===== src/rv_core_pkg.sv =====
// rv_core shared widths, memory sizing and instruction/ALU/arbiter encodings
package rv_core_pkg;

    localparam int XLEN      = 32;            // data and byte address width
    localparam int MEM_WORDS = 256;           // unified RAM depth in words
    localparam int MEM_AW    = 8;             // word address width
    localparam int REG_AW    = 5;             // register index width

    // RV32 major opcodes handled by the core
    typedef enum logic [6:0] {
        opc_op_imm = 7'b0010011,
        opc_op     = 7'b0110011,
        opc_lui    = 7'b0110111,
        opc_load   = 7'b0000011,
        opc_store  = 7'b0100011,
        opc_branch = 7'b1100011,
        opc_system = 7'b1110011
    } opcode_e;

    typedef enum logic [2:0] {
        alu_add,
        alu_sub,
        alu_and,
        alu_or,
        alu_xor,
        alu_slt,
        alu_pass_b                            // lui immediate straight through
    } alu_op_e;

    // listed in priority order, highest first
    typedef enum logic [1:0] {
        req_host,
        req_data,
        req_fetch
    } requester_e;

endpackage


===== src/mem_arbiter.sv =====
// mem arbiter giving host, data and fetch fixed-priority access to the RAM and steering read data back
`timescale 1ns/1ps
module mem_arbiter (
    input  logic                           clk,
    input  logic                           arst_n_i,
    input  logic                           host_req_i,
    input  logic                           host_we_i,
    input  logic [rv_core_pkg::MEM_AW-1:0] host_addr_i,
    input  logic [rv_core_pkg::XLEN-1:0]   host_wdata_i,
    input  logic                           data_req_i,
    input  logic                           data_we_i,
    input  logic [rv_core_pkg::MEM_AW-1:0] data_addr_i,
    input  logic [rv_core_pkg::XLEN-1:0]   data_wdata_i,
    input  logic                           fetch_req_i,
    input  logic                           fetch_we_i,
    input  logic [rv_core_pkg::MEM_AW-1:0] fetch_addr_i,
    input  logic [rv_core_pkg::XLEN-1:0]   fetch_wdata_i,
    output logic                           host_gnt_o,
    output logic                           data_gnt_o,
    output logic                           fetch_gnt_o,
    output logic                           host_rvalid_o,
    output logic                           data_rvalid_o,
    output logic                           fetch_rvalid_o,
    output logic [rv_core_pkg::XLEN-1:0]   rdata_o,
    output logic                           ram_we_o,
    output logic [rv_core_pkg::MEM_AW-1:0] ram_addr_o,
    output logic [rv_core_pkg::XLEN-1:0]   ram_wdata_o,
    input  logic [rv_core_pkg::XLEN-1:0]   ram_rdata_i
);
    import rv_core_pkg::*;

    requester_e sel;
    requester_e sel_q;
    logic       sel_valid;
    logic       sel_valid_q;

    always_comb begin
        sel_valid = 1'b1;
        sel       = req_fetch;
        if (host_req_i) sel = req_host;
        else if (data_req_i) sel = req_data;
        else if (!fetch_req_i) sel_valid = 1'b0;
    end

    assign host_gnt_o  = sel_valid && (sel == req_host);
    assign data_gnt_o  = sel_valid && (sel == req_data);
    assign fetch_gnt_o = sel_valid && (sel == req_fetch);

    assign ram_we_o    = (host_gnt_o && host_we_i) || (data_gnt_o && data_we_i) ||
                         (fetch_gnt_o && fetch_we_i);
    assign ram_addr_o  = (sel == req_host) ? host_addr_i :
                         (sel == req_data) ? data_addr_i : fetch_addr_i;
    assign ram_wdata_o = (sel == req_host) ? host_wdata_i :
                         (sel == req_data) ? data_wdata_i : fetch_wdata_i;

    always_ff @(posedge clk or negedge arst_n_i) begin
        if (!arst_n_i) begin
            sel_valid_q <= 1'b0;
            sel_q       <= req_fetch;
        end else begin
            sel_valid_q <= sel_valid;
            sel_q       <= sel;                // owner of next cycle's read data
        end
    end

    assign host_rvalid_o  = sel_valid_q && (sel_q == req_host);
    assign data_rvalid_o  = sel_valid_q && (sel_q == req_data);
    assign fetch_rvalid_o = sel_valid_q && (sel_q == req_fetch);
    assign rdata_o        = ram_rdata_i;

    // a load or store kept waiting holds its request
    a_data_req_held: assert property (@(posedge clk) disable iff (!arst_n_i)
        data_req_i && !data_gnt_o |=>
        data_req_i && $stable(data_addr_i) && $stable(data_we_i));

endmodule


===== config.mk =====
export PLATFORM = sky130hd
export DESIGN_NAME = mem_arbiter
export DESIGN_NICKNAME = d
export VERILOG_FILES = /design/src/rv_core_pkg.sv /design/src/mem_arbiter.sv
export SDC_FILE = /design/constraint.sdc
export NUM_CORES = 1
export LEC_CHECK = 0
export ABC_AREA = 1
export ABC_CLOCK_PERIOD_IN_PS = 1100
export BUFFER_PORTS_ARGS = -buffer_cell sky130_fd_sc_hd__buf_2
export CAP_MARGIN = 30
export CORE_AREA = 2 2 94 96
export DETAILED_ROUTE_END_ITERATION = 12
export DIE_AREA = 0 0 96 98
export HOLD_SLACK_MARGIN = 0.08
export PLACE_DENSITY_LB_ADDON = 0.25
export SLEW_MARGIN = 30
export SYNTH_ARGS = -nofsm -noshare
export SYNTH_HDL_FRONTEND = slang
export SYNTH_SLANG_ARGS = --single-unit

===== constraint.sdc =====
create_clock -name clk -period 1.1 [get_ports clk]
set_clock_uncertainty 0.2 [all_clocks]
set_input_delay 0.165 -clock clk [delete_from_list [all_inputs] [get_ports clk]]
set_output_delay 0.165 -clock clk [all_outputs]
set_load 0.01 [all_outputs]

---- Word-level counts from Yosys, hierarchy flattened ----
Cells that the tools add are included.
cells by class
  eq/ne operators ......................... 4
  multiplexer cells ....................... 9
  reductions and logical operators ........ 13
operators by type and width
  kind                                                              count
  32-bit two-way mux                                                2
  8-bit two-way mux                                                 2
  1-bit logical AND                                                 9
  2-bit by 1-bit == test with 1-bit output (second input constant)  2
  2-bit == test (second input constant)                             2
  2-bit zero test                                                   2
  2-bit two-way mux                                                 2
  1-bit two-way mux                                                 3
  1-bit logical OR                                                  2
word-level totals
  register bits after elaboration ......... 3
  bits of input ports ..................... 160
  output and inout port bits .............. 79

---- Logic depth before layout (Yosys ltp) ----
  depth in word-level cells ............... 7
  mapped depth ............................ 5
  mapped depth without buffers ............ 3

---- Worst setup path before layout ----
OpenSTA, ideal clock, no wires.
  path type ............................... register to output
  start point ............................. register sel_q[1]
  end point ............................... output port fetch_rvalid_o
  arrival ................................. 0.833 ns
  data required time ...................... 0.735 ns
  slack ................................... -0.098 ns
  cell stages (with the launch flop) ...... 2
  path buffers ............................ 0
  path through ............................ dfstp_2 nor3b_1
between the ends
  longest elaborated chain between the ends .. 2
ends and longest elaborated chain
  what                    line               text
  start, declared         mem_arbiter.sv:33  requester_e sel_q;
  start signal, assigned  mem_arbiter.sv:59  sel_q <= req_fetch;
  start signal, assigned  mem_arbiter.sv:62  sel_q <= sel;
  2-bit == test           mem_arbiter.sv:68  assign fetch_rvalid_o = sel_valid_q && (sel_q == req_fetch);
  1-bit logical AND       mem_arbiter.sv:68
  end, declared           mem_arbiter.sv:23  output logic fetch_rvalid_o,
No other way between the ends.

---- Worst setup path in the final report ----
Ends and elaborated chain as after synthesis.

==> metrics.txt <==
CP Data Arrival Time=1.02 ns; synth warn=0; number of synthesized flops with an enable pin=0; met1 usage=about 17%; Die Y-Extent=98 um; pwr dens=554 nW/um^2; CP Capture Type=output port; Mapped Area=1240 um^2; grt met3 use=approximately 2.1%; register area=76.3 um^2; Worst VDD drop=around 0.28 mV; Slew @ Worst Pin=0.204 ns; Total Wirelength=7930 um; drt pass-1 iters=4; Area Overhead vs Synth=167%; worst setup margin=-0.287 ns; gr usage total=~16%; Final min period=1.39 ns; hold crit path type=in2async; Die Area=between 9000 and 10000 um^2; most utilized layer in the global route result=met2; Final Hold Fails=0; Worst EP required=0.73 ns; Final ANT Viol Nets=0; status=finished, violations left; worst-path fanout max=3; initial DRC count=53; via count=2188; Final setup viols=46; fmax=0.721 GHz; Seq/Total Area, Yosys=6.17%; die span in x=96 um; first-pass GRT wire length=around 11000 um; CTS root buf=clkbuf_8; initial cell density of the core=14.6%; Top Ports=239; Slew Limit Fails=0; Rows=34; Leak=between 0.0015 and 0.002 uW; Cells after Synth=230; via-per-instance ratio=between 4 and 5; share of cells above drive strength 1=roughly four fifths; Cell variety after synth=14; RSZ-0062 raised after global routing=yes; Syn Area/Cell=5.38 um^2; ys flop type=dfrtp_1; PortBufs=174; GRT met2 Usage=31.5%; routed wire length per instance=16.1 um; Max Cap Viol=0; total grt overflow=0; hold_ws=a little over 0.08 ns; crit path kind=reg2out; Final Util=39.1%; Core Footprint=8470 um^2; Nets=between 500 and 600; share of flip-flops with an asynchronous set or reset=100%; FILL cells=875; largest net degree at the start of global routing=24; Setup crit start kind=flop; FF+latch count, synth=3; violated checks=negative setup slack; diode count=0; Residual DRC=0; GPL Wtd Cong=0.749; number of antenna violations at the first check in global routing=0; slew margin rel.=86.4%; Inserted Clock Buffers=3; clk buf depth=2; Clk pin slew, worst setup/hold paths=0.03 ns; H-tree depth=1; post-synth net total=390; CTS tree=yes; vias in the first global route=between 2000 and 2500; area of the multi-input gates=1400 um^2; dpl hpwl=4770 um; Clock Sinks=3; Tcrit/Tclk final=126%
## sequential cells by signal, indices dropped and copies added (netlist names)
register	flops
sel_q	2
sel_valid_q	1
## kinds of logic (layout without fill, tap and decap cells)
family,count (synthesis),after routing,share of synthesized area (%)
buffers and inverters,55,209,31.4
AND/OR/NAND/NOR,172,172,62.4
flip-flops,3,3,6.17
## final cells by class
class	instances	area share (%)
Sequential cell	3	2.31
Inverter	4	0.605
Tap cell	108	4.08
Clock buffer	4	1.36
Multi-Input combinational cell	172	42.4
Timing Repair Buffer	201	49.3
## routing by layer
metal / routed length [um] / share of wire, %
met5: 0 / 0
met4: 55 / 0.69
met3: 539 / 6.8
met2: 4500 / 57
met1: 2840 / 36
## critical path: stages, from the launching register on
cell,delay (ns)
dfstp_2,0.52
nor3b_2,0.14
buf_2,0.14
## power breakdown
part           switching, uW  leakage (uW)  internal, uW
registers               3.54     0.0000329           118
clock network           74.8     0.0000228           247
logic                    636       0.00188           752
## metrics by stage
stage | cells | worst slack [ns] | total power, uW | cell area, um^2 | TNS [ns]
after CTS | 496 | -0.295 | 1700 | 2990 | -10.57
after global placement | 470 | -0.265 | 925 | 2030 | -8.80
after floorplan | 230 | -0.00289 | 611 | 1260 | -0.00289
after detailed placement | 470 | -0.257 | 929 | 2030 | -9.12
final | 492 | -0.287 | 1830 | 3310 | -8.55
after global routing | 492 | -0.339 | 1940 | 3310 | -10.16
## cell usage after synthesis (2+ instances only)
cell type	number	area (um^2)
nor2_1	2	7.51
nand3_1	83	415
nor3_1	2	10.0
inv_1	3	11.3
dfrtp_1	2	50.1
nand2_1	83	312
buf_4	38	285
buf_6	4	45.0
buf_2	8	40.0
## what timing repair did
item | 4_1_cts | 5_1_grt
gates cloned | 9 | 0
hold buffers | 2 | 0
setup buffers | 11 | 1
endpoints found under the hold margin | 4 | 0
setup endpoints to repair | 47 | 46
resized for setup | 133 | 88
pin swaps | 14 | 12
## placed cells by master, fill, tap and decap left out, types with 2 or more instances in the layout
master / synthesis / layout
buf_16: 0 / 6
buf_6: 4 / 45
buf_2: 8 / 131
inv_2: 1 / 2
buf_8: 0 / 4
clkbuf_8: 0 / 3
nand2_4: 0 / 39
nand2_1: 83 / 40
nand3_1: 83 / 26
dlygate4sd3_1: 0 / 2
buf_4: 38 / 3
buf_12: 0 / 10
nand2_2: 0 / 4
nand3_2: 0 / 54
dfrtp_1: 2 / 2
nand3_4: 0 / 3
## worst paths after layout
kind	startpoint	endpoint	slack [ns]	depth (start not counted)
worst max-delay path	sel_q[1]	fetch_rvalid_o	-0.29	2
min in group clk	ram_rdata_i[11]	rdata_o[11]	0.13	0
max in group asynchronous	arst_n_i	sel_q[1]	0.43	2
worst min-delay path	arst_n_i	sel_q[0]	0.08	2
Power figures use the tool's default switching activity.
