--- src/rv_core_pkg.sv ---
// rv_core shared widths, memory sizing and instruction/ALU/arbiter encodings
package rv_core_pkg;

    localparam int XLEN      = 32;            // data and byte address width
    localparam int MEM_WORDS = 256;           // unified RAM depth in words
    localparam int MEM_AW    = 8;             // word address width
    localparam int REG_AW    = 5;             // register index width

    // RV32 major opcodes handled by the core
    typedef enum logic [6:0] {
        opc_op_imm = 7'b0010011,
        opc_op     = 7'b0110011,
        opc_lui    = 7'b0110111,
        opc_load   = 7'b0000011,
        opc_store  = 7'b0100011,
        opc_branch = 7'b1100011,
        opc_system = 7'b1110011
    } opcode_e;

    typedef enum logic [2:0] {
        alu_add,
        alu_sub,
        alu_and,
        alu_or,
        alu_xor,
        alu_slt,
        alu_pass_b                            // lui immediate straight through
    } alu_op_e;

    // listed in priority order, highest first
    typedef enum logic [1:0] {
        req_host,
        req_data,
        req_fetch
    } requester_e;

endpackage

--- src/mem_writeback.sv ---
// mem_writeback: load/store sequencing, register write-back, commit trace and halt
`timescale 1ns/1ps
module mem_writeback (
    input  logic                           clk,
    input  logic                           arst_n_i,
    input  logic                           ex_valid_i,
    input  rv_core_pkg::opcode_e           ex_op_i,
    input  logic [rv_core_pkg::REG_AW-1:0] ex_rd_i,
    input  logic [rv_core_pkg::XLEN-1:0]   ex_result_i,
    input  logic [rv_core_pkg::XLEN-1:0]   ex_store_data_i,
    input  logic [rv_core_pkg::XLEN-1:0]   ex_pc_i,
    output logic                           req_o,
    output logic                           we_o,
    output logic [rv_core_pkg::MEM_AW-1:0] addr_o,
    output logic [rv_core_pkg::XLEN-1:0]   wdata_o,
    input  logic                           gnt_i,
    input  logic                           rvalid_i,
    input  logic [rv_core_pkg::XLEN-1:0]   rdata_i,
    output logic                           stall_o,
    output logic                           wb_en_o,
    output logic [rv_core_pkg::REG_AW-1:0] wb_rd_o,
    output logic [rv_core_pkg::XLEN-1:0]   wb_data_o,
    output logic                           fwd_valid_o,
    output logic [rv_core_pkg::REG_AW-1:0] fwd_rd_o,
    output logic [rv_core_pkg::XLEN-1:0]   fwd_data_o,
    output logic                           commit_valid_o,
    output logic [rv_core_pkg::XLEN-1:0]   commit_pc_o,
    output logic [rv_core_pkg::REG_AW-1:0] commit_rd_o,
    output logic [rv_core_pkg::XLEN-1:0]   commit_data_o,
    output logic                           halted_o
);
    import rv_core_pkg::*;

    typedef enum logic [1:0] {st_idle, st_wait_gnt, st_wait_data} mem_state_e;

    mem_state_e      state_q;
    logic            live;
    logic            is_mem;
    logic            mem_done;
    logic            retire;
    logic [XLEN-1:0] result;

    assign live     = ex_valid_i && !halted_o;    // nothing past ebreak retires
    assign is_mem   = (ex_op_i == opc_load) || (ex_op_i == opc_store);
    assign mem_done = (state_q == st_wait_data) && rvalid_i;
    assign retire   = live && (!is_mem || mem_done);
    assign result   = (ex_op_i == opc_load) ? rdata_i : ex_result_i;

    assign req_o   = live && is_mem && (state_q != st_wait_data);
    assign we_o    = (ex_op_i == opc_store);
    assign addr_o  = ex_result_i[MEM_AW+1:2];      // word aligned only
    assign wdata_o = ex_store_data_i;
    assign stall_o = live && is_mem && !mem_done;

    assign fwd_valid_o = retire && (ex_rd_i != '0);
    assign fwd_rd_o    = ex_rd_i;
    assign fwd_data_o  = result;

    always_ff @(posedge clk or negedge arst_n_i) begin
        if (!arst_n_i) begin
            state_q        <= st_idle;
            commit_valid_o <= 1'b0;
            halted_o       <= 1'b0;
        end else begin
            case (state_q)
                st_idle:     if (req_o) state_q <= gnt_i ? st_wait_data : st_wait_gnt;
                st_wait_gnt: if (gnt_i) state_q <= st_wait_data;
                default:     if (rvalid_i) state_q <= st_idle;
            endcase
            commit_valid_o <= retire;
            if (retire && ex_op_i == opc_system) halted_o <= 1'b1;
        end
    end

    always_ff @(posedge clk) begin
        if (retire) begin
            commit_pc_o   <= ex_pc_i;
            commit_rd_o   <= ex_rd_i;                // zero for stores and branches
            commit_data_o <= (ex_op_i == opc_store) ? ex_store_data_i : result;
        end
    end

    // register file written in the commit cycle
    assign wb_en_o   = commit_valid_o && (commit_rd_o != '0);
    assign wb_rd_o   = commit_rd_o;
    assign wb_data_o = commit_data_o;

endmodule

--- config.mk ---
export PLATFORM = sky130hd
export DESIGN_NAME = mem_writeback
export DESIGN_NICKNAME = d
export VERILOG_FILES = /design/src/rv_core_pkg.sv /design/src/mem_writeback.sv
export SDC_FILE = /design/constraint.sdc
export NUM_CORES = 1
export LEC_CHECK = 0
export BUFFER_PORTS_ARGS = -buffer_cell sky130_fd_sc_hd__buf_2
export CAP_MARGIN = 30
export CORE_AREA = 2 2 130 132
export DETAILED_ROUTE_END_ITERATION = 6
export DIE_AREA = 0 0 132 134
export SLEW_MARGIN = 20
export SYNTH_ARGS = -nofsm -noshare
export SYNTH_HDL_FRONTEND = slang
export SYNTH_SLANG_ARGS = --single-unit
--- constraint.sdc ---
create_clock -name clk -period 13.03 [get_ports clk]
set_clock_uncertainty 0.15 [all_clocks]
set_input_delay 0.6515 -clock clk [delete_from_list [all_inputs] [get_ports clk]]
set_output_delay 0.6515 -clock clk [all_outputs]
set_load 0.005 [all_outputs]
After elaboration in Yosys (flattened, before gate mapping)
Index checks and enable logic that the tools add are counted.

word-level totals
  flip-flop bits (word level) = 73
  word-level logic and storage cells = 40

operators by class
  reduce and logical (&&, ||, !) cells = 19
  equal/unequal tests = 8
  muxes and demuxes = 7

operators by type and width
  operator                                        number
  two-way mux 32 bit                              2
  nonzero test 5 bit                              2
  logical AND 1 bit                               9
  two-way mux 2 bit                               4
  == test 7 x 2 -> 1 bit (second input constant)  1
  == test 7 x 6 -> 1 bit (second input constant)  1
  == test 7 bit (second input constant)           1
  != test 2 bit (second input constant)           3
  case mux 2 bit (2 select lines)                 1
  logical NOT 1 bit                               3
  AND reduction 3 bit                             1
  nonzero test 3 bit                              1
  == test 2 x 1 -> 1 bit (second input constant)  1
  == test 2 bit (second input constant)           1
  logical NOT 2 bit                               1
  logical OR 1 bit                                2

Longest topological paths before layout
  depth in word-level cells = 6
  depth in mapped cells = 5
  gate-level depth less buffers = 3

Worst setup path after synthesis
No wires, ideal clock.

  path type = input port to flip-flop
  from = input ex_op_i[2]
  to = register commit_data_o[0] (netlist name), enable pin
  data arrival time = 4.455 ns
  setup time = 0.520 ns
  slack = 7.905 ns
  data required time = 12.360 ns
  cell stages on the path = 4
  buffers on the path = 1
  path through = nand4bb_4 -> nor3_2 -> buf_2 -> a21oi_1

between the ends
  cells in the longest elaborated chain, start to end = 5

ends and longest elaborated chain
  item                                                              line                 source
  from (decl)                                                       mem_writeback.sv:7   input rv_core_pkg::opcode_e ex_op_i,
  == test 7 x 2 -> 1 bit or == test 7 x 6 -> 1 bit (tied branches)  mem_writeback.sv:44  assign is_mem = (ex_op_i == opc_load) || (ex_op_i == opc_store);
  logical OR 1 bit (*)                                              mem_writeback.sv:44
  logical NOT 1 bit (*)                                             mem_writeback.sv:46  assign retire = live && (!is_mem || mem_done);
  logical OR 1 bit (*)                                              mem_writeback.sv:46
  logical AND 1 bit (*)                                             mem_writeback.sv:46
  via retire                                                        mem_writeback.sv:40  logic retire;
  to (signal assigned)                                              mem_writeback.sv:79  commit_data_o <= (ex_op_i == opc_store) ? ex_store_data_i : result;
  to (decl)                                                         mem_writeback.sv:29  output logic [rv_core_pkg::XLEN-1:0] commit_data_o,

Mark *: on every way through the listed nets, which the timed path passes. The rest lies on a longest branch.
A chain may end at the register's enable or synchronous reset.

Worst setup path after layout
  from = input ex_op_i[5]
  to = output fwd_data_o[27] (netlist name)

between the ends
  cells in the longest elaborated chain, start to end = 2

ends and longest elaborated chain
  item                    line                 source
  == test 7 x 2 -> 1 bit  mem_writeback.sv:47  assign result = (ex_op_i == opc_load) ? rdata_i : ex_result_i;
  two-way mux 32 bit      mem_writeback.sv:47
  to (decl)               mem_writeback.sv:25  output logic [rv_core_pkg::XLEN-1:0] fwd_data_o,

Every way passes these cells.

==> flow_summary.rst <==
.. list-table::
   :header-rows: 1

   * - Metric
     - Value
   * - Cell mode on critical path
     - buf_2
   * - Worst Setup Start Kind
     - primary input
   * - Headroom to the max-slew limit
     - 0.385
   * - Remaining global-route overflow
     - 0
   * - Worst-path fanout max
     - 35
   * - Finished Core Util
     - 0.362
   * - # H-tree levels
     - 3
   * - Worst-Skew Late Latency
     - about 0.34 ns
   * - Buffers plus inverters on the worst setup path
     - 3
   * - Static Leakage
     - ~2.8 nW
   * - Count of cells resized by post-cts repair
     - 0
   * - # clock sinks
     - 73
   * - Leading register cell type out of synthesis
     - edfxtp_1
   * - Layout cell share with drive strength beyond 1
     - 0.827
   * - Initial antenna violation count
     - 2
   * - Maximum buffer depth of the clock tree
     - 2
   * - Post-synthesis cell type count
     - 30
   * - RSZ-0062 raised after global routing
     - false
   * - Wire length reported by the detailed router
     - around 12 mm
   * - Number of rows created at floorplan
     - 47
   * - Main combinational cell family by area after synthesis
     - multiplexers
   * - Category of the most critical setup path
     - in -> out
   * - R2R Path Start
     - state_q[1]
   * - Yosys warnings
     - 0
   * - Final Slew Violations
     - 0
   * - P&R area growth vs syn
     - 37.8%
   * - Initial Util
     - 0.263
   * - Cell types with the largest area share after synthesis
     - edfxtp_1 (48%), mux2_2 (17%), buf_4 (14%)
   * - Seq cells post-synth
     - 73
   * - Worst setup slack before clock tree synthesis
     - a little under 10 ns
   * - Vertical die dimension
     - 134 um
   * - Setup crit end kind
     - primary output
   * - Syn Nets
     - between 400 and 500
   * - Mapped Area
     - about 0.0043 mm^2
   * - Worst-Margin Slew
     - ~0.9 ns
   * - Library cell used as clock root buffer
     - clkbuf_16
   * - Detailed-route vias per instance
     - 4.15
   * - Fraction of met2 tracks used by global routing
     - 0.236
   * - Req. time, crit path
     - 12.23 ns
   * - Adder and majority gate portion of the synthesized area
     - 0
   * - Xor/xnor cell area share of the yosys netlist
     - 0
   * - Maximum ir drop on the vdd rail
     - ~53 uV
   * - Cell count of the worst hold path
     - 1
   * - Switching power as a share of total power
     - 0.226
   * - Number of failing setup endpoints in the final timing report
     - 0
   * - Antenna-violating nets left
     - 0
   * - Overall routing resource usage
     - 0.130
   * - Die Width
     - approximately 130 um
   * - Post-CTS setup repair buffer count
     - 0
   * - Final #Nets
     - just under 700
   * - Hold-fix buffers at CTS
     - 1
   * - Share of synthesized area spent on multiplexers
     - 0.279
   * - Setup slack of the critical path after layout
     - approximately 9.7 ns
   * - Part of the cycle the worst path needs
     - 0.254
   * - Post-place instance area
     - about 0.0055 mm^2
   * - Number of iterations in the first detailed-routing pass
     - 4
   * - Timing-limited maximum frequency
     - 0.303 GHz
   * - Clock tree from TritonCTS
     - done
   * - Post-synthesis cell type with the largest combined area
     - edfxtp_1
   * - Pin count of the biggest net entering global routing
     - 71
   * - Delay of the slowest cell on the worst path
     - between 0.9 and 1 ns
   * - GR met3 Demand/Resource
     - 0.0314
   * - Most frequent cell after synthesis
     - buf_4
   * - Clock network fraction of design power
     - 0.425
   * - Critical Path, Cell by Cell
     - buf_2, buf_4, or4_4, mux2_4, buf_2
   * - Most used routing layer
     - met2
   * - Period minus WS final
     - between 3 and 4 ns
   * - Io pins
     - roughly 340
   * - Cell family contributing the most delay on the critical path
     - simple AND/OR/NAND/NOR gates
   * - Final RePlAce weighted congestion
     - 0.793
   * - Post-synthesis area per instance
     - between 10 and 15 um^2
   * - Vias post-DR
     - 3193
   * - Sequential share of power
     - 0.423
   * - Type of the tightest min-delay check
     - in -> reg
   * - Starting DRC count in detailed routing
     - 90
   * - Vias in the first global route
     - 3291
   * - Full die area
     - 0.0177 mm^2
   * - Logic depth of the worst path, buffers included
     - 5
   * - Cell depth of the worst flop-to-flop path
     - 4
   * - Proportion of netlist area held by the largest area contributor
     - 0.484
   * - Power dissipated by switching net loads
     - around 150 uW
   * - Area of the placeable core
     - about 0.016 mm^2
   * - Post-DP HPWL
     - between 9 and 10 mm
   * - Reg clk slew, reported paths
     - about 0.060 ns
   * - Post-route setup TNS
     - 0 ns
   * - Arrival time reported for the critical path endpoint
     - ~2.5 ns
   * - Number of buffer cells added on primary ports
     - 334
   * - Post-synthesis instance total
     - ~290
   * - Non-filler instance count after layout
     - 770
   * - Post-synthesis simple-gate area fraction
     - 0.0295
   * - Wire length of the first global-routing pass
     - around 18 mm
   * - Logic gate share of total power
     - 0.152
   * - Post-synth EDFFs
     - between 60 and 70
   * - Share of synthesized registers carrying an async set or reset
     - 0.0548
   * - Register area share after synthesis
     - 0.507
   * - Crit path to
     - fwd_data_o[27]
   * - Clock buffers created by TritonCTS
     - 9
   * - Remaining design rule violation count
     - 0
   * - Final Hold Fails
     - 0
   * - Fraction of the mapped netlist area in compound gates
     - 0.0137
   * - Met1 demand-to-capacity share in global routing
     - 0.140
   * - RR Endpoint
     - commit_data_o[16]
   * - Power density normalized to cell area
     - approximately 110 mW/mm^2
   * - Ranking of synthesized cells by instance count
     - buf_4 (82), edfxtp_1 (69), mux2_2 (66)
   * - Cell total after placement
     - between 700 and 800
   * - Number of max-cap violations
     - 0
   * - Critical-path top delay cell
     - or4_4
   * - Start point of the critical path
     - ex_op_i[5]
   * - Run status
     - completed
   * - Total chip power
     - between 600 and 700 uW
   * - Power Internal
     - between 500 and 600 uW
   * - Drt wl/cell
     - approximately 16 um
   * - Fin area
     - a little under 0.006 mm^2
   * - Hold slack
     - around 0.34 ns
   * - Worst reg-to-reg setup slack
     - ~11 ns
-- power groups by stage --
stage	clock network [mW]	registers, mW	logic, mW
finish	0.288	0.286	0.103
detailed placement	0	0.291	0.104
global placement	0	0.291	0.102
global route	0.304	0.288	0.112
CTS	0.296	0.287	0.105
floorplan	0	0.295	0.0546
-- cells by family (layout without fill, tap and decap cells) --
| kind of cell | after synthesis | after routing |
|---|---|---|
| compound gates | 8 | 8 |
| mux | 96 | 96 |
| other cells | 0 | 1 |
| flops | 73 | 73 |
| buf+inv | 95 | 356 |
| simple gates | 16 | 16 |
-- state kept, by name, summed over array words and instances (netlist names) --
register        count
halted_o            1
commit_valid_o      1
state_q             2
commit_pc_o        32
commit_rd_o         5
commit_data_o      32
-- worst reg2reg max path: stages (launching register included) --
cell	delay [ns]
dfrtp_1	0.39
nor2b_1	0.18
nand2_1	0.13
a21oi_4	0.16
buf_4	0.71
-- cells in the final DEF (no fill, tap or decap), types with 3 or more instances in the layout --
master and n:
buf_2 334, edfxtp_1 69, mux2_2 66, mux2_4 30
clkbuf_16 9, dfrtp_1 4, bufinv_16 3, buf_4 3
-- metal layers --
metal,wire (um),part of all wire
met4,321,0.027
met5,7,0.00058
met1,4570,0.38
met2,6380,0.53
met3,822,0.068
-- layout make-up --
type,count,area (um^2)
timing repair buffer,338,1700
sequential,73,2170
fill,1602,10400
antenna,1,2.50
multi-input combinational,120,1400
tap,220,275
inverter,2,7.51
clock inverter,6,115
clock buffer,10,229
-- worst min-delay path by stage --
| stage | startpoint | to | slack (ns) |
|---|---|---|---|
| 2_1_floorplan | arst_n_i | commit_valid_o | 0.21 |
| 3_3_place_gp | arst_n_i | commit_valid_o | 0.31 |
| 3_5_place_dp | arst_n_i | commit_valid_o | 0.31 |
| 4_1_cts | ex_pc_i[1] | commit_pc_o[1] | 0.32 |
| 5_1_grt | ex_pc_i[5] | commit_pc_o[5] | 0.32 |
| 6_report | ex_pc_i[1] | commit_pc_o[1] | 0.34 |
Note: power is estimated with default switching activity, not from simulation.
