$ cat config.mk
export PLATFORM = sky130hd
export DESIGN_NAME = fetch_unit
export DESIGN_NICKNAME = d
export VERILOG_FILES = /design/src/rv_core_pkg.sv /design/src/fetch_unit.sv
export SDC_FILE = /design/constraint.sdc
export NUM_CORES = 1
export LEC_CHECK = 0
export ABC_AREA = 1
export ABC_CLOCK_PERIOD_IN_PS = 7800
export BUFFER_PORTS_ARGS = -buffer_cell sky130_fd_sc_hd__buf_4
export CORE_ASPECT_RATIO = 0.8
export CORE_UTILIZATION = 59
export DETAILED_ROUTE_END_ITERATION = 12
export PLACE_DENSITY_LB_ADDON = 0.12
export SYNTH_ARGS = -nofsm -noshare
export SYNTH_HDL_FRONTEND = slang
export SYNTH_SLANG_ARGS = --single-unit
$ cat constraint.sdc
create_clock -name clk -period 7.8 [get_ports clk]
set_input_delay 1.56 -clock clk [delete_from_list [all_inputs] [get_ports clk]]
set_output_delay 1.56 -clock clk [all_outputs]
set_load 0.01 [all_outputs]
$ cat src/rv_core_pkg.sv
// rv_core shared widths, memory sizing and instruction/ALU/arbiter encodings
package rv_core_pkg;

    localparam int XLEN      = 32;            // data and byte address width
    localparam int MEM_WORDS = 256;           // unified RAM depth in words
    localparam int MEM_AW    = 8;             // word address width
    localparam int REG_AW    = 5;             // register index width

    // RV32 major opcodes handled by the core
    typedef enum logic [6:0] {
        opc_op_imm = 7'b0010011,
        opc_op     = 7'b0110011,
        opc_lui    = 7'b0110111,
        opc_load   = 7'b0000011,
        opc_store  = 7'b0100011,
        opc_branch = 7'b1100011,
        opc_system = 7'b1110011
    } opcode_e;

    typedef enum logic [2:0] {
        alu_add,
        alu_sub,
        alu_and,
        alu_or,
        alu_xor,
        alu_slt,
        alu_pass_b                            // lui immediate straight through
    } alu_op_e;

    // listed in priority order, highest first
    typedef enum logic [1:0] {
        req_host,
        req_data,
        req_fetch
    } requester_e;

endpackage

$ cat src/fetch_unit.sv
// fetch_unit: PC, single outstanding instruction fetch and the fetch/decode register
`timescale 1ns/1ps
module fetch_unit (
    input  logic                           clk,
    input  logic                           arst_n_i,
    input  logic                           run_i,
    input  logic                           stall_i,
    input  logic                           flush_i,
    input  logic [rv_core_pkg::XLEN-1:0]   target_i,
    output logic                           req_o,
    output logic [rv_core_pkg::MEM_AW-1:0] addr_o,
    input  logic                           gnt_i,
    input  logic                           rvalid_i,
    input  logic [rv_core_pkg::XLEN-1:0]   rdata_i,
    output logic                           inst_valid_o,
    output logic [rv_core_pkg::XLEN-1:0]   inst_o,
    output logic [rv_core_pkg::XLEN-1:0]   pc_o
);
    import rv_core_pkg::*;

    logic [XLEN-1:0] pc_q;
    logic [XLEN-1:0] fetch_pc_q;
    logic            inflight_q;
    logic            discard_q;
    logic            hold_valid_q;
    logic [XLEN-1:0] hold_inst_q;
    logic [XLEN-1:0] hold_pc_q;
    logic            fetch_go;
    logic            accept;

    // next fetch may go out in the cycle the previous word returns
    assign req_o    = run_i && !stall_i && !hold_valid_q && (!inflight_q || rvalid_i);
    assign addr_o   = pc_q[MEM_AW+1:2];
    assign fetch_go = req_o && gnt_i;
    assign accept   = rvalid_i && !discard_q && !flush_i; // wrong-path words dropped

    always_ff @(posedge clk or negedge arst_n_i) begin
        if (!arst_n_i) begin
            pc_q         <= '0;
            inflight_q   <= 1'b0;
            discard_q    <= 1'b0;
            inst_valid_o <= 1'b0;
            hold_valid_q <= 1'b0;
        end else begin
            if (fetch_go) inflight_q <= 1'b1;
            else if (rvalid_i) inflight_q <= 1'b0;

            if (flush_i) discard_q <= fetch_go || (inflight_q && !rvalid_i);
            else if (rvalid_i) discard_q <= 1'b0;

            if (flush_i) begin
                pc_q         <= target_i;
                inst_valid_o <= 1'b0;
                hold_valid_q <= 1'b0;
            end else begin
                if (fetch_go) pc_q <= pc_q + 32'd4;
                if (!stall_i) begin
                    inst_valid_o <= hold_valid_q || accept;
                    hold_valid_q <= 1'b0;
                end else if (accept) begin
                    hold_valid_q <= 1'b1;  // decode busy, park the word
                end
            end
        end
    end

    always_ff @(posedge clk) begin
        if (fetch_go) fetch_pc_q <= pc_q;
        if (!stall_i) begin
            inst_o <= hold_valid_q ? hold_inst_q : rdata_i;
            pc_o   <= hold_valid_q ? hold_pc_q : fetch_pc_q;
        end else if (accept) begin
            hold_inst_q <= rdata_i;
            hold_pc_q   <= fetch_pc_q;
        end
    end

endmodule

Word level (Yosys, flattened, before mapping)
Cells that the tools add are included.
{ "word_totals": {"register_bits": 196, "output_inout_bits": 74, "elab_cells": 45, "in_bits": 71} }
{ "op_classes": {"eq_ne": 2, "addsub": 1, "n_mux": 12, "reduce_logical": 20} }
{ "ops": {"columns": ["cell", "count"], "rows": [
  ["$mux W32", 4],
  ["$add A32 B3 Y32 const B", 1],
  ["$mux W1", 8],
  ["$logic_and A1 B1 Y1", 7],
  ["$logic_not A1 Y1", 6],
  ["$reduce_bool A2 Y1", 3],
  ["$logic_or A1 B1 Y1", 3],
  ["$ne A3 B1 Y1 const B", 1],
  ["$ne A2 B1 Y1 const B", 1],
  ["$reduce_and A2 Y1", 1]
]} }

Longest topological paths before layout
Gate-level depths: netlist of run 1.
{ "logic_depth": {"word_depth": 7, "ltp_mapped": 9} }

Worst setup path after synthesis of run 1
OpenSTA, ideal clock, no wires.
{ "synth_path": {"kind": "input -> register", "from": "input flush_i", "to": "register hold_inst_q[0], enable pin", "arrival_time_ps": 4963, "path_slack_ps": 2351, "path_buffers": 3, "cell_stages": 6, "path_cell_list": "buf_2 -> inv_1 -> buf_2 -> buf_4 -> nand2_1 -> nor2_1"} }
{ "synth_between": {"elab_chain_len": 3} }
{ "synth_rtl": {"columns": ["item", "line", "rtl"], "rows": [
  ["from (decl)", "fetch_unit.sv:8", "input logic flush_i,"],
  ["$logic_not A1 Y1", "fetch_unit.sv:35", "assign accept = rvalid_i && !discard_q && !flush_i;"],
  ["$logic_and A1 B1 Y1", "fetch_unit.sv:35", null],
  ["$reduce_and A2 Y1 (no line)", null, null],
  ["to (signal assigned)", "fetch_unit.sv:73", "hold_inst_q <= rdata_i;"],
  ["to (decl)", "fetch_unit.sv:26", "logic [XLEN-1:0] hold_inst_q;"]
]} }
Every way passes these cells.
A chain may end at the register's enable or synchronous reset.

Worst setup path in the final report of run 1
{ "layout_path": {"from": "input rvalid_i", "to": "output req_o"} }
{ "layout_between": {"elab_chain_len": 2} }
{ "layout_rtl": {"columns": ["item", "line", "rtl"], "rows": [
  ["from (decl)", "fetch_unit.sv:13", "input logic rvalid_i,"],
  ["$logic_or A1 B1 Y1", "fetch_unit.sv:32", "assign req_o = run_i && !stall_i && !hold_valid_q && (!inflight_q || rvalid_i);"],
  ["$logic_and A1 B1 Y1", "fetch_unit.sv:32", null],
  ["to (decl)", "fetch_unit.sv:10", "output logic req_o,"]
]} }
Every way passes these cells.

==> qor.txt, run 1 <==
Status: complete, no violations
Share of cells above drive strength 1: 21.0%
Post-route worst hold slack: 0.449 ns
Number of synthesis warnings: 0
Post-DP HPWL: 11.0 mm
Initial Util: 60.3%
Detailed-route DRC error count: 0
Routed WL per cell: 15.2 um
Post-cts repair resize count: 0
FF-to-FF Start: discard_q$_DFFE_PN0P_
Ant diodes: 0
Drt via density: 5.24
Hold Crit Class: flop to flop
Worst-margin pin slew: 1.27 ns
Max_cap viols: 0
DRT iter0 DRCs: 459
Cell Area, Synth: 8150 um2
GRT overflow: 0
CTS tree: built
Post-route ant nets: 0
Flop pwr share: 55.5%
Postcts setup bufs: 0
Maximum root-to-sink buffer count: 2
CTS Buf Count: 17
Highest cell delay on the worst timing path: 0.28 ns
Critical path peak fanout: 4
Core ar.: 13500 um2
Seq/Total Area, Yosys: 70.0%
Total vias in the final route: 5657
R2R setup slack: 5.54 ns
Clock share of power: 35.0%
Overall Global Routing Usage: 24.4%
Slew HR: 15.4%
Pins Over Slew Limit: 0
RePlAce Congestion: 0.920
Worst path buffer plus inverter count: 3
# rows: 38
Clock Sinks: 196
Top FF cell, synth: edfxtp_1
CP Depth: 5
Type of origin of the critical path: primary input
Hold Path Sink: fetch_pc_q[0]$_DFFE_PP_
Syn Nets: 827
Most frequent CP cell: buf_4
R2r worst-path depth: 3
Peak supply drop: 0.000172 V
Final Hold Viols: 0
First-pass DRT Iterations: 8
Required time worst endpoint: 6.24 ns
DIE AREA: 14300 um2
Fin nets: 961
CTS clk-pin slew, worst paths: 0.06 ns
CP delay by family, top: simple AND/OR/NAND/NOR gates
I/O pin count: 145
Fmax: 259 MHz
Met2 Use GR: 39.8%
Leak Pwr: 4.19 nW
Tcrit/Tclk final: 49.6%
Critical path's slowest cell: nor3b_1
Number of synthesized flops with an enable pin: 160
Final Total Pwr: 2.24 mW
Syn avg cell area: 10.8 um2
Comb power frac: 9.5%
Synth cell types: 31
H-Tree Level Count: 4
Die Y: 107 um
R2r endpoint: hold_pc_q[24]$_DFFE_PP_
Kind of critical path: primary input to output port
Area grow syn2layout: 20.6%
Port Buffer Count: 144
Top Usage Layer GRT: met2
Root Driver: clkbuf_16
Sw frac: 23.0%
Final worst slack: 3.93 ns
Placement Setup Slack: 3.55 ns
Hold_sp: pc_q[0]$_DFFE_PN0P_
Final setup fails: 0
Skew final: 0.0139 ns
Pwr Density: 228 nW/um2
Initial antenna violation count: 0
RSZ-0062 raised after global routing: false
DIE WIDTH: 133 um
Hold Buf Count CTS: 0
Fin crit period: 3.87 ns
CP Cell Sequence: buf_4, inv_1, nand2_1, nor3b_1, buf_4
Worst Hold Depth: 0
Layout Utilization: 72.7%
Largest net degree at the start of global routing: 67
Async SR Flop Fraction: 18.4%
Worst Path Arrival: 2.31 ns
CP Capture Type: output port
Met3 global-route usage: 6.71%
Cell-internal power: 1.72 mW
Clk Latency, worst-skew pair: 0.43 ns
Synthesized instance count: 755
Count of state elements after synthesis: 196
Final wirelength: 16.4 mm
NetSw: 514 uW
GR Util met1: 32.3%
Number of global-route vias before repair: 5435
First-pass GRT wire length: 26.5 mm
Setup total negative slack: 0 ns
[registers in the layout, summed over array words and instances, names as in the netlist]
| signal | count |
|---|---|
| hold_inst_q | 32 |
| inst_valid_o | 1 |
| inst_o | 32 |
| pc_q | 32 |
| hold_pc_q | 32 |
| pc_o | 32 |
| discard_q | 1 |
| fetch_pc_q | 32 |
| hold_valid_q | 1 |
| inflight_q | 1 |
[through the flow]
step                instance area (um2)  cells
global route                       9820   1079
floorplan                          8150    755
detailed placement                 9300   1050
finish                             9820   1079
global placement                   9300   1050
CTS                                9820   1079
[worst max path at each step]
stage                     slack [ns]  startpoint                  endpoint
after floorplan                 2.35     flush_i  hold_inst_q[0]$_DFFE_PP_
after global placement          3.69     flush_i   hold_pc_q[23]$_DFFE_PP_
after detailed placement        3.55     flush_i   hold_pc_q[25]$_DFFE_PP_
after CTS                       3.92    rvalid_i                     req_o
after global routing            3.80     flush_i   hold_pc_q[24]$_DFFE_PP_
final                           3.93    rvalid_i                     req_o
[cells in the final DEF, fill, tap and decap left out]
cell type   Yosys  layout
nand2_1       331     331
edfxtp_1      160     160
buf_4          10     147
nand3_1        62      62
inv_1          43      42
nor2_1         36      35
dfrtp_1        36      35
o21ai_0        18      18
clkbuf_16       0      17
o21bai_1        6       6
nor2_4          4       5
clkinvlp_4      0       5
xnor2_1         4       4
nor2_2          3       3
xor2_1          3       3
inv_2           1       2
nand2_4         2       2
and2_1          2       2
o211ai_1        2       2
a21oi_1         2       2
clkbuf_1        8       2
clkinv_1        0       2
nand2_2         1       1
nor3b_1         1       1
nand3_4         1       1
or2_2           1       1
nor2_8          1       1
o21a_1          1       1
a31oi_1         1       1
ha_1            1       1
clkinv_2        0       1
clkinv_4        0       1
bufinv_16       0       1
dfrtp_2         0       1
[routing by layer]
metal / wire (um) / part of all wire (%)
met1: 6820 / 42
met2: 7930 / 48
met3: 1400 / 8.5
met4: 215 / 1.3
met5: 0 / 0
[cells by family (layout without fill, tap and decap cells)]
kind of cell / count (synthesis) / in the layout / synth area share, %
AND/OR/NAND/NOR: 445 / 445 / 22.6
flip-flops: 196 / 196 / 70.0
buffers and inverters: 76 / 220 / 4.27
AO/OA/AOI/OAI: 30 / 30 / 2.14
XOR/XNOR: 7 / 7 / 0.753
adder cells (fa/ha/maj): 1 / 1 / 0.154
[layout make-up]
cell class / instances / area, um2
well taps: 180 / 225
fillers: 939 / 3680
flip-flops and latches: 196 / 5710
multi-input cells: 483 / 2100
clock buffers: 19 / 433
inverters: 44 / 165
repair buffers: 147 / 1100
clock inverters: 10 / 88.8
[power by group through the flow]
| stage | Clock [mW] | Sequential (mW) | Combinational (mW) |
|---|---|---|---|
| floorplan | 0 | 1.26 | 0.108 |
| global placement | 0 | 1.26 | 0.203 |
| detailed placement | 0 | 1.26 | 0.211 |
| CTS | 0.794 | 1.24 | 0.213 |
| global route | 0.843 | 1.25 | 0.235 |
| finish | 0.784 | 1.24 | 0.212 |
[synthesized netlist by cell type (2+ instances only)]
| cell | instances | area share [%] |
|---|---|---|
| nand2_1 | 331 | 15 |
| edfxtp_1 | 160 | 59 |
| nand3_1 | 62 | 3.8 |
| inv_1 | 43 | 2.0 |
| dfrtp_1 | 36 | 11 |
| nor2_1 | 36 | 1.7 |
| o21ai_0 | 18 | 1.1 |
| buf_4 | 10 | 0.92 |
| clkbuf_1 | 8 | 0.37 |
| buf_1 | 7 | 0.32 |
| o21bai_1 | 6 | 0.55 |
| buf_2 | 5 | 0.31 |
| nor2_4 | 4 | 0.55 |
| xnor2_1 | 4 | 0.43 |
| nor2_2 | 3 | 0.23 |
| xor2_1 | 3 | 0.32 |
| a21oi_1 | 2 | 0.12 |
| and2_1 | 2 | 0.15 |
| nand2_4 | 2 | 0.28 |
| o211ai_1 | 2 | 0.18 |
Power figures use the tool's default switching activity.
==> run 2, diff against run 1 <==
--- a/config.mk
+++ b/config.mk
@@ -5,11 +5,11 @@
 export SDC_FILE = /design/constraint.sdc
 export NUM_CORES = 1
 export LEC_CHECK = 0
-export ABC_AREA = 1
-export ABC_CLOCK_PERIOD_IN_PS = 7800
+export ABC_AREA = 0
+export ABC_CLOCK_PERIOD_IN_PS = 3650
 export BUFFER_PORTS_ARGS = -buffer_cell sky130_fd_sc_hd__buf_4
 export CORE_ASPECT_RATIO = 0.8
-export CORE_UTILIZATION = 59
+export CORE_UTILIZATION = 55
 export DETAILED_ROUTE_END_ITERATION = 12
 export PLACE_DENSITY_LB_ADDON = 0.12
 export SYNTH_ARGS = -nofsm -noshare
==> constraint.sdc (replaced) <==
create_clock -name clk -period 3.65 [get_ports clk]
set_input_delay 0.73 -clock clk [delete_from_list [all_inputs] [get_ports clk]]
set_output_delay 0.73 -clock clk [all_outputs]
set_load 0.01 [all_outputs]
==> qor.txt, run 2 <==
Postcts setup bufs: 0 (unchanged)
Worst-margin pin slew: 0.865 ns (was 1.27 ns)
Largest area contributor in the netlist: edfxtp_1 (unchanged)
Hold Crit Class: primary input to asynchronous set/reset pin (was flop to flop)
Top FF cell, synth: edfxtp_1 (unchanged)
DIE WIDTH: 134 um (was 133 um)
Initial antenna violation count: 0 (unchanged)
DIE AREA: 14500 um2 (was 14300 um2)
Number of global-route vias before repair: 4198 (was 5435)
Initial Util: 56.6% (was 60.3%)
Most common cell after layout, fill and taps aside: edfxtp_1 (was nand2_1)
CP Cell Sequence: and3_2, and4_1, nand3_2, or4_1, nand3_1 (was buf_4, inv_1, nand2_1, nor3b_1, buf_4)
Filler cells: 916 (was 939)
Hold Buf Count CTS: 0 (unchanged)
First-pass DRT Iterations: 4 (was 8)
Layout Cells excl Fill: 792 (was 1079)
Highest cell delay on the worst timing path: 0.63 ns (was 0.28 ns)
Fmax: 454 MHz
Detailed-route DRC error count: 0 (unchanged)
RSZ-0062 raised after global routing: false (unchanged)
Critical path peak fanout: 18 (was 4)
Fin crit period: 2.20 ns
First-pass GRT wire length: 22.1 mm (was 26.5 mm)
Multi-input gate area: 1810 um2 (was 2100 um2)
Leak Pwr: 3.59 nW (was 4.19 nW)
Largest net degree at the start of global routing: 71 (was 67)
Final setup fails: 0 (unchanged)
Final instance area: 9500 um2 (was 9820 um2)
Status: complete, no violations (unchanged)
Placement Setup Slack: 1.13 ns (was 3.55 ns)
Count of state elements after synthesis: 196 (unchanged)
Required time worst endpoint: 4.00 ns (was 6.24 ns)
R2R setup slack: 1.45 ns (was 5.54 ns)
Placed instance area: 8900 um2 (was 9300 um2)
Pwr Density: 516 nW/um2 (was 228 nW/um2)
CTS tree: built (unchanged)
Top cells by count, synth: edfxtp_1, mux2_2, dfrtp_1 (was nand2_1, edfxtp_1, nand3_1)
Syn avg cell area: 16.8 um2 (was 10.8 um2)
Final wirelength: 14.2 mm (was 16.4 mm)
R2r endpoint: pc_q[30]$_DFFE_PN0P_ (was hold_pc_q[24]$_DFFE_PP_)
Fin nets: 671 (was 961)
Setup total negative slack: 0 ns (unchanged)
Commonest non-fill, non-tap cells in the layout: edfxtp_1, buf_4, mux2_2, nand2_1, dfrtp_1 (was nand2_1, edfxtp_1, buf_4, nand3_1, inv_1)
H-Tree Level Count: 4 (unchanged)
Tcrit/Tclk final: 60.3%
Synthesized instance count: 458 (was 755)
Final worst slack: 1.45 ns (was 3.93 ns)
Routed WL per cell: 17.9 um (was 15.2 um)
CP delay by family, top: simple AND/OR/NAND/NOR gates (unchanged)
Share of cells above drive strength 1: 41.7% (was 21.0%)
Drt via density: 5.43 (was 5.24)
Pins Over Slew Limit: 0 (unchanged)
Post-cts repair resize count: 0 (unchanged)
Max_cap viols: 0 (unchanged)
Worst Path Arrival: 2.55 ns (was 2.31 ns)
Syn Nets: 530 (was 827)
Overall Global Routing Usage: 20.6% (was 24.4%)
Root Driver: clkbuf_16 (unchanged)
Clk Latency, worst-skew pair: 0.42 ns (was 0.43 ns)
Skew final: 0.00809 ns (was 0.0139 ns)
CP Capture Type: flop (was output port)
CTS Buf Count: 17 (unchanged)
Die Y: 108 um (was 107 um)
Seq/Total Area, Yosys: 74.2% (was 70.0%)
Number of synthesized flops with an enable pin: 160 (unchanged)
Post-DP HPWL: 9.38 mm (was 11.0 mm)
RePlAce Congestion: 0.802 (was 0.920)
Final Hold Viols: 0 (unchanged)
Total vias in the final route: 4298 (was 5657)
Peak supply drop: 0.000365 V (was 0.000172 V)
Synth cell types: 42 (was 31)
Reg area: 5710 um2 (unchanged)
Yosys top cell area share: 62.5% (was 59.0%)
Type of origin of the critical path: flop (was primary input)
CTS clk-pin slew, worst paths: 0.06 ns (about the same)
Post-route ant nets: 0 (unchanged)
Cell Area, Synth: 7690 um2 (was 8150 um2)
Async SR Flop Fraction: 18.4% (unchanged)
Ant diodes: 0 (unchanged)
Ranking of synthesized cells by area: edfxtp_1, dfrtp_1, mux2_2 (was edfxtp_1, nand2_1, dfrtp_1)
GRT overflow: 0 (unchanged)
R2r worst-path depth: 5 (was 3)
Top-count cell post-synth: edfxtp_1 (was nand2_1)
Port Buffer Count: 144 (unchanged)
DRT iter0 DRCs: 302 (was 459)
Critical path's slowest cell: and4_1 (was nor3b_1)
Maximum root-to-sink buffer count: 2 (unchanged)
Placed insts: 760 (was 1050)
# rows: 38 (unchanged)
Core ar.: 13600 um2 (was 13500 um2)
Number of synthesis warnings: 0 (unchanged)
Worst path buffer plus inverter count: 0 (was 3)
Slew HR: 42.3% (was 15.4%)
I/O pin count: 145 (unchanged)
Clock Sinks: 196 (unchanged)
Kind of critical path: flop to flop (was primary input to output port)
Area grow syn2layout: 23.5% (was 20.6%)
FF-to-FF Start: pc_q[4]$_DFFE_PN0P_ (was discard_q$_DFFE_PN0P_)
run 2: worst max path at each step:
| stage | startpoint | endpoint | slack, ns | cells past startpoint |
|---|---|---|---|---|
| finish | pc_q[4]$_DFFE_PN0P_ | pc_q[30]$_DFFE_PN0P_ | 1.45 | 5 |
| CTS | pc_q[4]$_DFFE_PN0P_ | pc_q[30]$_DFFE_PN0P_ | 1.46 | 5 |
| detailed placement | stall_i | pc_q[3]$_DFFE_PN0P_ | 1.13 | 6 |
| floorplan | stall_i | discard_q$_DFFE_PN0P_ | 0.19 | 5 |
| global route | pc_q[4]$_DFFE_PN0P_ | pc_q[30]$_DFFE_PN0P_ | 1.27 | 5 |
| global placement | stall_i | pc_q[30]$_DFFE_PN0P_ | 1.21 | 6 |
run 2: cell type report:
cell class / instances / share of cell area [%]
repair buffers: 150 / 12.0
clock buffers: 20 / 4.60
clock inverters: 12 / 1.69
flip-flops and latches: 196 / 60.1
well taps: 180 / 2.37
inverters: 5 / 0.198
multi-input cells: 229 / 19.1
run 2: routing by layer:
layer,global-route usage (%),wire length (um),share of wire (%),vias up
met2,32.1,6840,48,149
li1,-,-,-,2005
met3,5.32,900,6.4,10
met1,28.7,6320,45,2134
met4,6.26,104,0.73,0
met5,0,0,0,-
run 2: cell families after synthesis:
family / share of synthesized area, %
XOR/XNOR: 2.62
AO/OA/AOI/OAI: 2.47
multiplexers: 10.2
AND/OR/NAND/NOR: 7.99
adder cells (fa/ha/maj): 0.163
buffers and inverters: 2.38
flip-flops: 74.2
run 2: power by group:
group	switching, mW	internal [mW]
logic	0.186	0.199
clock network	0.743	1.14
registers	0.0813	2.56
total	1.01	3.89
run 2: metrics by stage:
stage                     hold WS (ns)  util, %  power, mW
after floorplan                  0.421        -       2.86
after global placement           0.430     65.5       3.05
after detailed placement         0.433     65.5       3.07
after CTS                        0.271     69.8       4.94
after global routing             0.290     69.8       5.07
final                            0.276     69.8       4.90
